## config.mk

```make
export PLATFORM = sky130hd
export DESIGN_NAME = mem_subsystem
export DESIGN_NICKNAME = d
export VERILOG_FILES = /design/src/hw/mem_pkg.sv /design/src/hw/mem_req_if.sv /design/src/hw/mem_subsystem.sv /design/src/hw/load_store_buffer.sv /design/src/hw/inst_fetch.sv /design/src/hw/mem_control.sv
export SDC_FILE = /design/constraint.sdc
export NUM_CORES = 1
export LEC_CHECK = 0
export BUFFER_PORTS_ARGS = -buffer_cell sky130_fd_sc_hd__buf_2
export CAP_MARGIN = 0
export CORE_MARGIN = 10
export CORE_UTILIZATION = 45
export CTS_CLUSTER_DIAMETER = 30
export DETAILED_ROUTE_END_ITERATION = 8
export PLACE_DENSITY = 0.71
export SKIP_CTS_REPAIR_TIMING = 1
export SLEW_MARGIN = 30
export SYNTH_ARGS = -nofsm -noshare
export SYNTH_HDL_FRONTEND = slang
export SYNTH_SLANG_ARGS = --single-unit
```

## constraint.sdc

```tcl
create_clock -name clk_in -period 9.2 [get_ports clk_in]
set_input_delay 0.46 -clock clk_in [delete_from_list [all_inputs] [get_ports clk_in]]
set_output_delay 0.46 -clock clk_in [all_outputs]
set_load 0.01 [all_outputs]
```

## src/hw/mem_pkg.sv

```systemverilog
package mem_pkg;

  // data path and bus widths
  localparam int unsigned XLEN   = 32;
  localparam int unsigned BYTE_W = 8;

  // load/store queue sizing
  localparam int unsigned LSB_DEPTH = 4;
  localparam int unsigned LSB_PTR_W = $clog2(LSB_DEPTH);
  localparam int unsigned LSB_CNT_W = $clog2(LSB_DEPTH + 1);
  localparam logic [LSB_PTR_W-1:0] LSB_PTR_ONE  = LSB_PTR_W'(1);
  localparam logic [LSB_CNT_W-1:0] LSB_CNT_ONE  = LSB_CNT_W'(1);
  localparam logic [LSB_CNT_W-1:0] LSB_FULL_CNT = LSB_CNT_W'(LSB_DEPTH);

  // instruction fetch step
  localparam int unsigned INST_BYTES = 4;

  // byte counter of the bus sequencer, wide enough for one word
  localparam int unsigned CNT_W = $clog2(INST_BYTES);
  localparam logic [CNT_W-1:0] CNT_ONE = CNT_W'(1);

  // address bits 17:16 both set select the i/o range
  localparam int unsigned IO_MSB = 17;
  localparam int unsigned IO_LSB = 16;
  localparam logic [IO_MSB-IO_LSB:0] IO_SEL = 2'b11;

  typedef enum logic [1:0] {size_byte, size_half, size_word} mem_size_e;

  typedef enum logic [2:0] {
    op_lb, op_lh, op_lw, op_lbu, op_lhu, op_sb, op_sh, op_sw
  } ls_op_e;

  typedef enum logic [1:0] {st_idle, st_read, st_read_tail, st_write} mem_state_e;

  typedef enum logic {grant_fetch, grant_ls} grant_e;

endpackage
```

## src/hw/mem_req_if.sv

```systemverilog
`timescale 1ns/1ps

// one requester talking to the memory controller
interface mem_req_if;

  logic                     req;
  logic                     we;
  logic [mem_pkg::XLEN-1:0] addr;
  mem_pkg::mem_size_e       size;
  logic [mem_pkg::XLEN-1:0] wdata;

  // single-cycle strobe, rdata only meaningful here for reads
  logic                     done;
  logic [mem_pkg::XLEN-1:0] rdata;

  modport requester (
    output req, we, addr, size, wdata,
    input  done, rdata
  );

  modport controller (
    input  req, we, addr, size, wdata,
    output done, rdata
  );

endinterface

```

## src/hw/mem_subsystem.sv

```systemverilog
`timescale 1ns/1ps

module mem_subsystem (
  input  logic                       clk_in,
  input  logic                       reset,
  // freeze everything while low
  input  logic                       rdy_in,

  // byte-wide memory bus
  input  logic [mem_pkg::BYTE_W-1:0] mem_din,
  output logic [mem_pkg::BYTE_W-1:0] mem_dout,
  output logic [mem_pkg::XLEN-1:0]   mem_a,
  output logic                       mem_wr,
  input  logic                       io_buffer_full,

  // fetch side
  input  logic                       redirect_valid,
  input  logic [mem_pkg::XLEN-1:0]   redirect_pc,
  output logic                       inst_valid,
  output logic [mem_pkg::XLEN-1:0]   inst,
  output logic [mem_pkg::XLEN-1:0]   inst_pc,

  // load/store side
  input  logic                       ls_valid,
  input  mem_pkg::ls_op_e            ls_op,
  input  logic [mem_pkg::XLEN-1:0]   ls_addr,
  input  logic [mem_pkg::XLEN-1:0]   ls_wdata,
  output logic                       ls_full,
  output logic                       load_valid,
  output logic [mem_pkg::XLEN-1:0]   load_data
);

  mem_req_if fetch_bus ();
  mem_req_if ls_bus ();

  mem_control u_mem_control (
    .clk_in         (clk_in),
    .reset          (reset),
    .rdy_in         (rdy_in),
    .mem_din        (mem_din),
    .mem_dout       (mem_dout),
    .mem_a          (mem_a),
    .mem_wr         (mem_wr),
    .io_buffer_full (io_buffer_full),
    .fetch_bus      (fetch_bus.controller),
    .ls_bus         (ls_bus.controller)
  );

  inst_fetch u_inst_fetch (
    .clk_in         (clk_in),
    .reset          (reset),
    .rdy_in         (rdy_in),
    .redirect_valid (redirect_valid),
    .redirect_pc    (redirect_pc),
    .bus            (fetch_bus.requester),
    .inst_valid     (inst_valid),
    .inst           (inst),
    .inst_pc        (inst_pc)
  );

  load_store_buffer u_load_store_buffer (
    .clk_in     (clk_in),
    .reset      (reset),
    .rdy_in     (rdy_in),
    .ls_valid   (ls_valid),
    .ls_op      (ls_op),
    .ls_addr    (ls_addr),
    .ls_wdata   (ls_wdata),
    .ls_full    (ls_full),
    .bus        (ls_bus.requester),
    .load_valid (load_valid),
    .load_data  (load_data)
  );

endmodule

```

## src/hw/load_store_buffer.sv

```systemverilog
`timescale 1ns/1ps

module load_store_buffer (
  input  logic                     clk_in,
  input  logic                     reset,
  input  logic                     rdy_in,
  input  logic                     ls_valid,
  input  mem_pkg::ls_op_e          ls_op,
  input  logic [mem_pkg::XLEN-1:0] ls_addr,
  input  logic [mem_pkg::XLEN-1:0] ls_wdata,
  output logic                     ls_full,
  mem_req_if.requester             bus,
  output logic                     load_valid,
  output logic [mem_pkg::XLEN-1:0] load_data
);

  // queue storage
  mem_pkg::ls_op_e          op_q   [mem_pkg::LSB_DEPTH];
  logic [mem_pkg::XLEN-1:0] addr_q [mem_pkg::LSB_DEPTH];
  logic [mem_pkg::XLEN-1:0] data_q [mem_pkg::LSB_DEPTH];

  logic [mem_pkg::LSB_PTR_W-1:0] head;
  logic [mem_pkg::LSB_PTR_W-1:0] tail;
  logic [mem_pkg::LSB_CNT_W-1:0] count;
  mem_pkg::ls_op_e               head_op;
  logic                          push;
  logic                          pop;

  function automatic mem_pkg::mem_size_e op_size(input mem_pkg::ls_op_e op);
    case (op)
      mem_pkg::op_lb, mem_pkg::op_lbu, mem_pkg::op_sb: op_size = mem_pkg::size_byte;
      mem_pkg::op_lh, mem_pkg::op_lhu, mem_pkg::op_sh: op_size = mem_pkg::size_half;
      default:                                         op_size = mem_pkg::size_word;
    endcase
  endfunction

  function automatic logic op_is_store(input mem_pkg::ls_op_e op);
    op_is_store = (op == mem_pkg::op_sb) || (op == mem_pkg::op_sh) || (op == mem_pkg::op_sw);
  endfunction

  // sign or zero fill above the loaded bytes
  function automatic logic [mem_pkg::XLEN-1:0] extend(
    input mem_pkg::ls_op_e          op,
    input logic [mem_pkg::XLEN-1:0] data
  );
    case (op)
      mem_pkg::op_lb:
        extend = {{(mem_pkg::XLEN-mem_pkg::BYTE_W){data[mem_pkg::BYTE_W-1]}},
                  data[mem_pkg::BYTE_W-1:0]};
      mem_pkg::op_lh:
        extend = {{(mem_pkg::XLEN-2*mem_pkg::BYTE_W){data[2*mem_pkg::BYTE_W-1]}},
                  data[2*mem_pkg::BYTE_W-1:0]};
      mem_pkg::op_lbu:
        extend = {{(mem_pkg::XLEN-mem_pkg::BYTE_W){1'b0}}, data[mem_pkg::BYTE_W-1:0]};
      mem_pkg::op_lhu:
        extend = {{(mem_pkg::XLEN-2*mem_pkg::BYTE_W){1'b0}}, data[2*mem_pkg::BYTE_W-1:0]};
      default:
        extend = data;
    endcase
  endfunction

  assign ls_full = (count == mem_pkg::LSB_FULL_CNT);
  // done is already quiet while paused
  assign push    = rdy_in && ls_valid && !ls_full;
  assign pop     = bus.done;
  assign head_op = op_q[head];

  // head entry drives the bus until its done
  assign bus.req   = (count != '0);
  assign bus.we    = op_is_store(head_op);
  assign bus.size  = op_size(head_op);
  assign bus.addr  = addr_q[head];
  assign bus.wdata = data_q[head];

  assign load_valid = bus.done && !op_is_store(head_op);
  assign load_data  = extend(head_op, bus.rdata);

  always_ff @(posedge clk_in) begin
    if (push) begin
      op_q[tail]   <= ls_op;
      addr_q[tail] <= ls_addr;
      data_q[tail] <= ls_wdata;
    end
  end

  always_ff @(posedge clk_in) begin
    if (reset) begin
      head  <= '0;
      tail  <= '0;
      count <= '0;
    end else begin
      if (push) begin
        tail <= tail + mem_pkg::LSB_PTR_ONE;
      end
      if (pop) begin
        head <= head + mem_pkg::LSB_PTR_ONE;
      end
      case ({push, pop})
        2'b10:   count <= count + mem_pkg::LSB_CNT_ONE;
        2'b01:   count <= count - mem_pkg::LSB_CNT_ONE;
        default: count <= count;
      endcase
    end
  end

endmodule

```

## src/hw/inst_fetch.sv

```systemverilog
`timescale 1ns/1ps

module inst_fetch (
  input  logic                     clk_in,
  input  logic                     reset,
  input  logic                     rdy_in,
  input  logic                     redirect_valid,
  input  logic [mem_pkg::XLEN-1:0] redirect_pc,
  mem_req_if.requester             bus,
  output logic                     inst_valid,
  output logic [mem_pkg::XLEN-1:0] inst,
  output logic [mem_pkg::XLEN-1:0] inst_pc
);

  // pc is where the fetch stream continues, fetch_pc is the read on the bus
  logic [mem_pkg::XLEN-1:0] pc;
  logic [mem_pkg::XLEN-1:0] fetch_pc;
  // read in flight belongs to a path left by a redirect
  logic                     discard;

  // always wants the next word
  assign bus.req   = 1'b1;
  assign bus.we    = 1'b0;
  assign bus.size  = mem_pkg::size_word;
  assign bus.addr  = fetch_pc;
  assign bus.wdata = '0;

  // a redirect in the done cycle also kills that word
  assign inst_valid = bus.done && !discard && !redirect_valid;
  assign inst       = bus.rdata;
  assign inst_pc    = fetch_pc;

  always_ff @(posedge clk_in) begin
    if (reset) begin
      pc       <= '0;
      fetch_pc <= '0;
      discard  <= 1'b0;
    end else if (rdy_in) begin
      if (redirect_valid) begin
        pc <= redirect_pc;
        if (bus.done) begin
          fetch_pc <= redirect_pc;
          discard  <= 1'b0;
        end else begin
          // fetch_pc must stay put until the old read finishes
          discard <= 1'b1;
        end
      end else if (bus.done) begin
        if (discard) begin
          fetch_pc <= pc;
          discard  <= 1'b0;
        end else begin
          fetch_pc <= fetch_pc + mem_pkg::INST_BYTES;
          pc       <= pc + mem_pkg::INST_BYTES;
        end
      end
    end
  end

endmodule

```

## src/hw/mem_control.sv

```systemverilog
`timescale 1ns/1ps

module mem_control (
  input  logic                       clk_in,
  input  logic                       reset,
  input  logic                       rdy_in,
  input  logic [mem_pkg::BYTE_W-1:0] mem_din,
  output logic [mem_pkg::BYTE_W-1:0] mem_dout,
  output logic [mem_pkg::XLEN-1:0]   mem_a,
  output logic                       mem_wr,
  input  logic                       io_buffer_full,
  mem_req_if.controller              fetch_bus,
  mem_req_if.controller              ls_bus
);

  mem_pkg::mem_state_e       state;
  mem_pkg::grant_e           last_grant;
  mem_pkg::grant_e           pick;
  logic [mem_pkg::CNT_W-1:0] cnt;
  logic [mem_pkg::CNT_W-1:0] last_idx;
  logic [mem_pkg::CNT_W-1:0] cap_idx;
  logic [mem_pkg::CNT_W-1:0] addr_idx;
  logic                      done_q;
  logic                      start;
  logic                      io_hold;
  logic                      write_last;
  logic                      done_any;

  // request picked by the arbiter
  logic                      sel_we;
  logic [mem_pkg::XLEN-1:0]  sel_addr;
  mem_pkg::mem_size_e        sel_size;
  logic [mem_pkg::XLEN-1:0]  sel_wdata;

  // access in progress
  logic [mem_pkg::XLEN-1:0]  addr_q;
  mem_pkg::mem_size_e        size_q;
  logic [mem_pkg::XLEN-1:0]  wdata_q;
  logic [mem_pkg::XLEN-1:0]  rdata_q;
  logic [mem_pkg::XLEN-1:0]  byte_addr;

  function automatic logic [mem_pkg::CNT_W-1:0] last_byte(input mem_pkg::mem_size_e size);
    case (size)
      mem_pkg::size_byte: last_byte = mem_pkg::CNT_W'(0);
      mem_pkg::size_half: last_byte = mem_pkg::CNT_W'(1);
      default:            last_byte = mem_pkg::CNT_W'(3);
    endcase
  endfunction

  // alternate when both wait, otherwise take whoever asks
  always_comb begin
    if (fetch_bus.req && ls_bus.req) begin
      pick = (last_grant == mem_pkg::grant_fetch) ? mem_pkg::grant_ls : mem_pkg::grant_fetch;
    end else if (ls_bus.req) begin
      pick = mem_pkg::grant_ls;
    end else begin
      pick = mem_pkg::grant_fetch;
    end
    if (pick == mem_pkg::grant_ls) begin
      sel_we    = ls_bus.we;
      sel_addr  = ls_bus.addr;
      sel_size  = ls_bus.size;
      sel_wdata = ls_bus.wdata;
    end else begin
      sel_we    = fetch_bus.we;
      sel_addr  = fetch_bus.addr;
      sel_size  = fetch_bus.size;
      sel_wdata = fetch_bus.wdata;
    end
  end

  // a read's requester still holds req during its done cycle
  assign start    = (state == mem_pkg::st_idle) && !done_q && (fetch_bus.req || ls_bus.req);
  assign last_idx = last_byte(size_q);
  // mem_din carries the byte addressed one cycle earlier
  assign cap_idx  = cnt - mem_pkg::CNT_ONE;
  // while paused, or in the tail, keep presenting the byte still to be captured
  assign addr_idx = (rdy_in && state != mem_pkg::st_read_tail) ? cnt : cap_idx;
  assign byte_addr = addr_q + {{(mem_pkg::XLEN - mem_pkg::CNT_W){1'b0}}, addr_idx};

  assign io_hold    = (addr_q[mem_pkg::IO_MSB:mem_pkg::IO_LSB] == mem_pkg::IO_SEL) &&
                      io_buffer_full;
  assign mem_wr     = rdy_in && (state == mem_pkg::st_write) && !io_hold;
  assign write_last = mem_wr && (cnt == last_idx);
  assign done_any   = (rdy_in && done_q) || write_last;

  assign mem_a    = (state != mem_pkg::st_idle) ? byte_addr : '0;
  assign mem_dout = (state == mem_pkg::st_write) ?
                    wdata_q[cnt*mem_pkg::BYTE_W +: mem_pkg::BYTE_W] : '0;

  // last_grant names the current owner once an access has started
  assign fetch_bus.done  = done_any && (last_grant == mem_pkg::grant_fetch);
  assign ls_bus.done     = done_any && (last_grant == mem_pkg::grant_ls);
  assign fetch_bus.rdata = rdata_q;
  assign ls_bus.rdata    = rdata_q;

  always_ff @(posedge clk_in) begin
    if (reset) begin
      state      <= mem_pkg::st_idle;
      last_grant <= mem_pkg::grant_ls;
      cnt        <= '0;
      done_q     <= 1'b0;
    end else if (rdy_in) begin
      done_q <= 1'b0;
      case (state)
        mem_pkg::st_idle: begin
          if (start) begin
            last_grant <= pick;
            cnt        <= '0;
            state      <= sel_we ? mem_pkg::st_write : mem_pkg::st_read;
          end
        end
        mem_pkg::st_read: begin
          cnt <= cnt + mem_pkg::CNT_ONE;
          if (cnt == last_idx) begin
            state <= mem_pkg::st_read_tail;
          end
        end
        mem_pkg::st_read_tail: begin
          // last byte lands now, done next cycle
          done_q <= 1'b1;
          state  <= mem_pkg::st_idle;
        end
        default: begin
          if (!io_hold) begin
            cnt <= cnt + mem_pkg::CNT_ONE;
            if (cnt == last_idx) begin
              state <= mem_pkg::st_idle;
            end
          end
        end
      endcase
    end
  end

  // request payload and little-endian read assembly
  always_ff @(posedge clk_in) begin
    if (rdy_in) begin
      if (start) begin
        addr_q  <= sel_addr;
        size_q  <= sel_size;
        wdata_q <= sel_wdata;
        rdata_q <= '0;
      end else if ((state == mem_pkg::st_read && cnt != '0) ||
                   state == mem_pkg::st_read_tail) begin
        rdata_q[cap_idx*mem_pkg::BYTE_W +: mem_pkg::BYTE_W] <= mem_din;
      end
    end
  end

endmodule

```

==> impl_metrics.ini, run 1 <==
[status]
outcome = finished clean

[placement]
dpl-instance-area_um2 = 22100
place_ws_ps = 4860
routabilityCongestion = 0.881
io_buffers = 252
dp_cells = 2307
dp_hpwl_um = 35800

[critical_path]
worst-path-max-fanout = 16
worst_setup_path_end_kind = primary output
critPathRequiredTime_ps = 8740
crit_type = reg -> out
worst_setup_path_start_kind = register
worst-r2r-cell-count = 11
critical_path_arrival_ps = 4550

[power_and_ir_drop]
worst_ir_drop_vdd_uv = 183
power_per_cell_area_nw_per_um2 = 281
fin_total_pwr_mw = 7.18
leakage_nw = 9.36

[clock_network]
cts_buffers = 98
clock-root-buffer = sky130_fd_sc_hd__clkbuf_16
worstSkewPairLatency_ps = 650
tritoncts = built
clk_pin_slew_ps = 50
cts.sinks = 446
htreeDepth = 3
clockBufferDepth = 3

[sta]
report.final.hold_viol_count = 0
finalSetupViolations = 0
drv_slew = 0
tightest_slew_ps = 1000
unrepaired_setup_endpoints_after_global_routing = no
finalClockSkew_ps = 25.4
period_utilisation_layout = 0.544
totalNegativeSetupSlack_ps = 0
period_needed_ps = 5010
fmax_ghz = 0.200
final.setup.worst_slack_ps = 4190
worst_slew_margin = 0.332
hold_slack_ps = 28.5

[floorplan]
die_width_um = 233
core.rowCount = 77
io-pin-count = 253
initial_utilization = 0.457
die-height_um = 233
design.core.area_um2 = 44500
die-area_um2 = 54100

[layout]
fin_util = 0.575
multi_input_comb_area_um2 = 7200
area.growth.synth_to_final_pct = 25.7
finalInstanceArea_um2 = 25600
final_std_cells_w_o_fill = 2493
fill_cells = 3534
fraction_of_layout_instances_using_a_drive_strength_above_1 = 0.298
num-nets-final = 1950
final-seq-area_um2 = 12600

[logic_synthesis]
synth-async-reset-ratio = 0
synth_area_um2 = 20400
synth-warning-count = 0
post_synth_inst_count = 1553
syn_nets = 1687
ys_types = 67
number_of_synthesized_flops_with_an_enable_pin = 366
synth_sequential_area_ratio = 0.619
syn_avg_cell_area_um2 = 13.1
ys_ff_latch = 446
yosys_most_used_dff = sky130_fd_sc_hd__edfxtp_1

[routing]
routedWlPerCell_um = 22.3
ant_nets = 0
num_vias = 14300
vias_per_cell = 5.75
drt-initial-drc-count = 1467
wl_um = 55700
firstDrtPassIters = 6
drc = 0

[global_routing]
grt-ovfl-total = 0
groute.usage.overall = 0.201
via_count_of_the_first_global_routing_pass = 14100
global_route_wire_length_before_repair_um = 84500
grt_start_max_net_pins = 94
grt_antenna_before_repair = 20

[run]
max_capacitance_violation_count = 0

[hold_path]
hold_path_class = in -> reg
worst_hold_path_cells = 1
critical path, cell delays in order (launching register included):
cell and delay, ps:
sky130_fd_sc_hd__dfxtp_1 860, sky130_fd_sc_hd__inv_1 240, sky130_fd_sc_hd__ha_1 430, sky130_fd_sc_hd__nand2_1 90, sky130_fd_sc_hd__o21a_1 160, sky130_fd_sc_hd__inv_1 70, sky130_fd_sc_hd__fa_1 600, sky130_fd_sc_hd__nor3_1 820
sky130_fd_sc_hd__nand4_1 220, sky130_fd_sc_hd__xor2_1 200, sky130_fd_sc_hd__nor2_1 90, sky130_fd_sc_hd__buf_2 140
cell families (layout without fill, tap and decap cells):
kind of cell / after synthesis / count (layout) / synth area share
flip-flops: 446 / 446 / 0.619
adder cells (fa/ha/maj): 21 / 21 / 0.0136
XOR/XNOR: 38 / 38 / 0.0163
multiplexers: 107 / 107 / 0.100
buffers and inverters: 144 / 487 / 0.0302
AND/OR/NAND/NOR: 475 / 475 / 0.120
other: 0 / 5 / 0
AO/OA/AOI/OAI: 322 / 322 / 0.101
flip-flops by register name (all words and copies together), names as in the netlist, 2 cells and up, named ones only:
name / flops
u_load_store_buffer.addr_q: 128
u_load_store_buffer.data_q: 128
u_inst_fetch.bus.addr: 32
u_inst_fetch.pc: 32
u_mem_control.addr_q: 32
u_mem_control.fetch_bus.rdata: 32
u_mem_control.wdata_q: 32
u_load_store_buffer.op_q: 12
u_load_store_buffer.count: 3
u_load_store_buffer.head: 2
u_load_store_buffer.tail: 2
u_mem_control.cnt: 2
u_mem_control.size_q: 2
u_mem_control.state: 2
cells in the mapped netlist, types with 29 or more instances:
| cell | number | area [µm²] |
|---|---|---|
| sky130_fd_sc_hd__o21ai_0 | 63 | 315 |
| sky130_fd_sc_hd__nand2_1 | 87 | 327 |
| sky130_fd_sc_hd__edfxtp_1 | 366 | 11000 |
| sky130_fd_sc_hd__dfxtp_1 | 80 | 1600 |
| sky130_fd_sc_hd__a21oi_1 | 116 | 581 |
| sky130_fd_sc_hd__nor2_1 | 122 | 458 |
| sky130_fd_sc_hd__mux4_2 | 75 | 1690 |
| sky130_fd_sc_hd__nand3_1 | 40 | 200 |
| sky130_fd_sc_hd__inv_1 | 30 | 113 |
| sky130_fd_sc_hd__xor2_1 | 29 | 254 |
| sky130_fd_sc_hd__and2_1 | 52 | 325 |
| sky130_fd_sc_hd__nor2b_1 | 42 | 263 |
| sky130_fd_sc_hd__a21o_1 | 30 | 225 |
| sky130_fd_sc_hd__nand4_1 | 38 | 238 |
| sky130_fd_sc_hd__clkbuf_1 | 73 | 274 |
path summary, 6_finish.rpt:
| check | start | endpoint | slack, ps |
|---|---|---|---|
| max | u_mem_control.cnt[1]$_SDFFE_PP0P_ | mem_a[24] | 4190 |
| min reg2reg | u_inst_fetch.pc[0]$_SDFFE_PP0P_ | u_inst_fetch.pc[0]$_SDFFE_PP0P_ | 460 |
| max reg2reg | u_mem_control.state[0]$_SDFFE_PP0P_ | u_load_store_buffer.count[2]$_SDFFE_PP0P_ | 6240 |
| min | ls_wdata[27] | u_load_store_buffer.data_q[1][27]$_DFFE_PP_ | 30 |
cell usage in the layout (no fill, tap or decap), types with 38 or more instances in the layout:
cell,netlist,routed
sky130_fd_sc_hd__clkbuf_16,0,99
sky130_fd_sc_hd__nand4_1,38,38
sky130_fd_sc_hd__nand2_1,87,87
sky130_fd_sc_hd__nor2b_1,42,41
sky130_fd_sc_hd__edfxtp_1,366,366
sky130_fd_sc_hd__buf_2,27,252
sky130_fd_sc_hd__nor2_1,122,121
sky130_fd_sc_hd__a21oi_1,116,116
sky130_fd_sc_hd__mux4_2,75,75
sky130_fd_sc_hd__nand3_1,40,40
sky130_fd_sc_hd__o21ai_0,63,63
sky130_fd_sc_hd__dfxtp_1,80,78
sky130_fd_sc_hd__and2_1,52,48
routing by layer:
layer  part of all wire  track usage  up-vias
met3              0.090       0.0600      115
li1                   -            -     6510
met2               0.47        0.308      598
met4              0.024       0.0771       26
met5             0.0027            0        -
met1               0.41        0.265     7076
area by class of cell:
cell class / count / share of cell area
sequential: 446 / 0.492
multi-input combinational: 963 / 0.281
clock buffer: 111 / 0.100
timing repair buffer: 277 / 0.0580
clock inverter: 69 / 0.0349
tap: 592 / 0.0289
inverter: 30 / 0.00440
antenna: 5 / 0.000489
report_power, final:
group	switching, mW	internal (mW)	total [mW]
registers	0.152	2.45	2.60
logic	0.616	0.388	1.00
clock network	1.16	2.42	3.58
Power figures use the tool's default switching activity.
==> inputs of run 2 (changes only) <==
==> constraint.sdc (replaced) <==
create_clock -name clk_in -period 4.8 [get_ports clk_in]
set_input_delay 0.24 -clock clk_in [delete_from_list [all_inputs] [get_ports clk_in]]
set_output_delay 0.24 -clock clk_in [all_outputs]
set_load 0.01 [all_outputs]
==> run 2 against run 1 <==
Compared with the run above: the flow now finishes with violations (negative hold slack); via count grew 2.7%; clock power increased by 91%; critical endpoint is now mem_a[18]; register-to-register slack lost 4400 ps; non-clock buffer count increased by 82; flip-flop and latch count stayed put; largest power group unchanged; utilization grew 1.8 points; die area stayed put.
==> impl_metrics.ini, run 2 (synthesis gave the netlist of run 1 again) <==
[clock_network]
clock-root-buffer = sky130_fd_sc_hd__clkbuf_16
cts.sinks = 446
htreeDepth = 3
cts_buffers = 99
clk_pin_slew_ps = 40
worstSkewPairLatency_ps = 640
clockBufferDepth = 3
tritoncts = built

[floorplan]
die_width_um = 233
die-area_um2 = 54100
initial_utilization = 0.457
die-height_um = 233
design.core.area_um2 = 44500
core.rowCount = 77
io-pin-count = 253

[critical_path]
r2r_start = u_mem_control.state[1]$_SDFFE_PP0P_
worst_setup_path_start_kind = register
critical_path_cell_count = 12
timing.critical_path.from = u_mem_control.cnt[1]$_SDFFE_PP0P_
critPathRequiredTime_ps = 4560
worst_path_most_repeated_cell = sky130_fd_sc_hd__inv_1
worst_path_dominant_cell_family = simple AND/OR/NAND/NOR gates
path_buf_inv = 4
critical_path.max_stage_delay_ps = 770
worst-path-max-fanout = 16
worst_setup_path_end_kind = primary output
worst-r2r-cell-count = 11
cp_cell_sequence = buf_4 -> inv_1 -> ha_1 -> nand2_1 -> o21a_1 -> inv_1 -> fa_1 -> nor3_1 -> nand4_1 -> xor2_1 -> nor2_1 -> buf_2
critical_path_arrival_ps = 3960
cp_slowest_cell = sky130_fd_sc_hd__nor3_1
crit_type = reg -> out

[sta]
totalNegativeSetupSlack_ps = 0
tightest_slew_ps = 994
drv_slew = 0
worst_slew_margin = 0.337
hold_slack_ps = -7.81
fmax_ghz = 0.238
period_utilisation_layout = 0.875
final.setup.worst_slack_ps = 602
finalSetupViolations = 0
unrepaired_setup_endpoints_after_global_routing = no
report.final.hold_viol_count = 6
finalClockSkew_ps = 33.9
period_needed_ps = 4200

[placement]
routabilityCongestion = 0.876
io_buffers = 252
dp_hpwl_um = 36500
place_ws_ps = 1260
dpl-instance-area_um2 = 22100

[routing]
num_vias = 14700
ant_nets = 0
drt-initial-drc-count = 1383
drc = 0
firstDrtPassIters = 5
vias_per_cell = 5.70
routedWlPerCell_um = 21.9
wl_um = 56400

[layout]
fill_cells = 3436
mostFrequentLayoutCells = sky130_fd_sc_hd__edfxtp_1, sky130_fd_sc_hd__buf_2, sky130_fd_sc_hd__nor2_1, sky130_fd_sc_hd__a21oi_1, sky130_fd_sc_hd__clkbuf_16
finalInstanceArea_um2 = 26400
num-nets-final = 2033
layout_commonest_cell = sky130_fd_sc_hd__edfxtp_1
fraction_of_layout_instances_using_a_drive_strength_above_1 = 0.290
area.growth.synth_to_final_pct = 29.7
largest_registers_in_the_final_layout = u_load_store_buffer.addr_q (128), u_load_store_buffer.data_q (128)

[global_routing]
grt-ovfl-total = 0
grt_start_max_net_pins = 68
groute.usage.overall = 0.201
grt_antenna_before_repair = 13
global_route_wire_length_before_repair_um = 84600
via_count_of_the_first_global_routing_pass = 14200

[power_and_ir_drop]
power_per_cell_area_nw_per_um2 = 522
power_switching_share = 0.272
internal_power_mw = 10.0
pwr-share-seq = 0.361
clock_power_share = 0.495
netSwitchingPower_mw = 3.74
gate_power_share = 0.144
leakage_nw = 9.69
worst_ir_drop_vdd_uv = 332

[hold_path]
hold_path_class = in -> reg
holdCritStartpoint = redirect_pc[23]
worst_hold_path_cells = 3

[status]
outcome = finished with violations
violations_in_the_final_reports = negative hold slack

[run]
max_capacitance_violation_count = 0
-- run 2: metal layers --
metal	GRT usage	share of wire	vias up	routed length [µm]
met5	0	0.0013	-	76
met4	0.0795	0.027	12	1500
met3	0.0650	0.084	107	4760
met2	0.310	0.48	643	26800
met1	0.261	0.41	7261	23300
li1	-	-	6686	-
-- run 2: cell type report --
cell class / count / area (µm²) / share of cell area
clock inverters: 66 / 779 / 0.0295
multi-input cells: 963 / 7190 / 0.272
diodes: 7 / 17.5 / 0.000663
clock buffers: 118 / 2690 / 0.102
flip-flops and latches: 446 / 12600 / 0.477
inverters: 30 / 114 / 0.00431
well taps: 592 / 741 / 0.0281
repair buffers: 359 / 2280 / 0.0863
-- run 2: worst min-delay path, cell delays in order --
cell	delay, ps
sky130_fd_sc_hd__buf_2	110
sky130_fd_sc_hd__o32ai_1	130
sky130_fd_sc_hd__a211oi_1	90
-- run 2: power by group through the flow --
| stage | logic [mW] | registers (mW) | clock network (mW) |
|---|---|---|---|
| finish | 1.99 | 4.97 | 6.82 |
| global route | 2.19 | 5.00 | 7.13 |
| CTS | 1.95 | 4.96 | 6.93 |
| detailed placement | 1.93 | 5.03 | 0 |
| global placement | 1.89 | 5.01 | 0 |
| floorplan | 1.18 | 4.99 | 0 |
-- run 2: path summary, 6_finish.rpt --
kind	end	slack, ps
setup / recovery	mem_a[18]	600
hold / removal	u_inst_fetch.pc[23]$_SDFFE_PP0P_	-8
setup reg to reg	u_load_store_buffer.count[2]$_SDFFE_PP0P_	1880
hold reg to reg	u_inst_fetch.pc[0]$_SDFFE_PP0P_	460
-- run 2: metrics by stage --
step	cells	power [mW]	util	hold WS (ps)
after floorplan	1553	6.17	-	339
after detailed placement	2310	6.96	0.497	448
after global routing	2579	14.3	0.593	2.44
after global placement	2310	6.90	0.496	438
final	2581	13.8	0.593	-7.81
after CTS	2494	13.8	0.575	-225
==> inputs of run 3 (changes only) <==
--- a/config.mk
+++ b/config.mk
@@ -7,6 +7,7 @@
 export LEC_CHECK = 0
 export BUFFER_PORTS_ARGS = -buffer_cell sky130_fd_sc_hd__buf_2
 export CAP_MARGIN = 0
+export CORE_ASPECT_RATIO = 1.4
 export CORE_MARGIN = 10
 export CORE_UTILIZATION = 45
 export CTS_CLUSTER_DIAMETER = 30
==> constraint.sdc (replaced) <==
create_clock -name clk_in -period 4.8 [get_ports clk_in]
set_input_delay 0.96 -clock clk_in [delete_from_list [all_inputs] [get_ports clk_in]]
set_output_delay 0.96 -clock clk_in [all_outputs]
set_load 0.01 [all_outputs]
==> run 3 against run 2 <==
Compared with the run above: the flow now finishes without violations; clock skew up 5.9 ps; worst setup slack worse by 420 ps; non-clock buffer count down 78; global-route usage up 0.13 points; fmax down 9.2%; sequential power about the same; register-to-register slack worse by 150 ps; combinational power down 4%; final cell count down 5.6%; sequential share of layout area up 2.7 points; critical endpoint is now mem_a[28]; largest power group unchanged.
==> impl_metrics.ini, run 3 (synthesis gave the netlist of run 1 again) <==
[status]
outcome = finished clean

[power_and_ir_drop]
worst_ir_drop_vdd_uv = 329
leakage_nw = 9.08
power_per_cell_area_nw_per_um2 = 508
fin_total_pwr_mw = 12.7

[critical_path]
critical_path_cell_count = 12
cp_slowest_cell = sky130_fd_sc_hd__fa_1
critical_path_arrival_ps = 3660
worst-r2r-cell-count = 11
crit_type = reg -> out
r2r_start = u_mem_control.state[0]$_SDFFE_PP0P_
critical_path.max_stage_delay_ps = 510
path_buf_inv = 3
worst_setup_path_start_kind = register
critPathRequiredTime_ps = 3840
worst-path-max-fanout = 6
timing.critical_path.from = u_mem_control.state[0]$_SDFFE_PP0P_
cp_cell_sequence = inv_1 -> ha_1 -> nand2b_1 -> xnor2_1 -> ha_1 -> inv_1 -> fa_1 -> or3_4 -> nor4_2 -> xnor2_1 -> nor2_1 -> buf_2
worst_path_dominant_cell_family = simple AND/OR/NAND/NOR gates
worst-r2r-setup-slack_ps = 1730
worst_setup_path_end_kind = primary output
timing.rr.end = u_load_store_buffer.count[2]$_SDFFE_PP0P_
critical_path.endpoint = mem_a[28]

[sta]
totalNegativeSetupSlack_ps = 0
worst_slew_margin = 0.365
tightest_slew_ps = 953
drv_slew = 0
period_needed_ps = 4620
fmax_ghz = 0.216
unrepaired_setup_endpoints_after_global_routing = no
final.setup.worst_slack_ps = 177
report.final.hold_viol_count = 0
finalClockSkew_ps = 39.8
finalSetupViolations = 0
period_utilisation_layout = 0.963

[routing]
wl_met3_um = 3790
routedWlPerCell_um = 22.7
routedLengthMet1_um = 21500
topRoutingLayerUsed = met5
vias_per_cell = 5.81
drc = 0
firstDrtPassIters = 6
met2RoutedLength_um = 27900
wl_um = 55400
drt-initial-drc-count = 1206
num_vias = 14200
ant_nets = 0

[layout]
fill_cells = 3654
mostFrequentLayoutCells = sky130_fd_sc_hd__edfxtp_1, sky130_fd_sc_hd__buf_2, sky130_fd_sc_hd__nor2_1, sky130_fd_sc_hd__a21oi_1, sky130_fd_sc_hd__nand2_1
largest_registers_in_the_final_layout = u_load_store_buffer.addr_q (128), u_load_store_buffer.data_q (128)
fraction_of_layout_instances_using_a_drive_strength_above_1 = 0.295
num-nets-final = 1937
layout_commonest_cell = sky130_fd_sc_hd__edfxtp_1
fin_util = 0.557
area.growth.synth_to_final_pct = 22.8

[clock_network]
tritoncts = built
clockBufferDepth = 3
cts_buffers = 81
worstSkewPairLatency_ps = 640
htreeDepth = 3
cts.sinks = 446
clock-root-buffer = sky130_fd_sc_hd__clkbuf_16
clk_pin_slew_ps = 50

[run]
max_capacitance_violation_count = 0

[placement]
routabilityCongestion = 0.929
dp_hpwl_um = 37600
place_ws_ps = 452
io_buffers = 252

[floorplan]
die_width_um = 200
die-area_um2 = 54300
initial_utilization = 0.453
core.rowCount = 92
die-height_um = 272
design.core.area_um2 = 44900
io-pin-count = 253

[global_routing]
grt-ovfl-total = 0
grt_start_max_net_pins = 75
groute.usage.overall = 0.203
global_route_wire_length_before_repair_um = 84800
grt_antenna_before_repair = 17
via_count_of_the_first_global_routing_pass = 14400

[hold_path]
hold_path_class = reg -> reg
## run 3: per-stage QoR
stage / instances / hold slack, ps / area (µm²)
detailed placement: 2284 / 453 / 22100
finish: 2437 / 459 / 25000
floorplan: 1553 / 431 / 20400
global placement: 2284 / 441 / 22100
CTS: 2432 / 459 / 25000
global route: 2434 / 491 / 25000
## run 3: worst min-delay path by stage
stage | startpoint | slack [ps] | to | cells after the start
after CTS | u_inst_fetch.pc[1]$_SDFFE_PP0P_ | 460 | u_inst_fetch.pc[1]$_SDFFE_PP0P_ | 2
after global placement | u_inst_fetch.pc[0]$_SDFFE_PP0P_ | 440 | u_inst_fetch.pc[0]$_SDFFE_PP0P_ | 2
after detailed placement | u_inst_fetch.pc[1]$_SDFFE_PP0P_ | 450 | u_inst_fetch.pc[1]$_SDFFE_PP0P_ | 2
final | u_inst_fetch.pc[1]$_SDFFE_PP0P_ | 460 | u_inst_fetch.pc[1]$_SDFFE_PP0P_ | 2
after global routing | u_inst_fetch.pc[1]$_SDFFE_PP0P_ | 490 | u_inst_fetch.pc[1]$_SDFFE_PP0P_ | 2
after floorplan | u_inst_fetch.pc[0]$_SDFFE_PP0P_ | 430 | u_inst_fetch.pc[0]$_SDFFE_PP0P_ | 2
## run 3: metal layers
layer  vias to the layer above  track usage
met5                         -            0
met4                        24       0.0969
met3                       150       0.0484
met2                       511        0.338
met1                      7010        0.242
li1                       6472            -
## run 3: final cells by class
type,count,area (µm²),area share
inverter,30,113,0.00450
tap,564,706,0.0282
clock inverter,58,728,0.0291
sequential,446,12600,0.504
timing repair buffer,281,1530,0.0612
clock buffer,90,2100,0.0841
antenna,5,12.5,0.000500
multi-input combinational,963,7220,0.289
## run 3: report_power, final
group / internal [mW] / switching, mW / total, mW
sequential: 4.68 / 0.297 / 4.98
combinational: 0.740 / 1.18 / 1.92
clock: 3.68 / 2.13 / 5.81
total: 9.10 / 3.60 / 12.7
## run 3: tightest hold or removal path, stage by stage (launching register included)
cell                      delay, ps
sky130_fd_sc_hd__dfxtp_1        300
sky130_fd_sc_hd__nand2_1         50
sky130_fd_sc_hd__a21oi_1         60
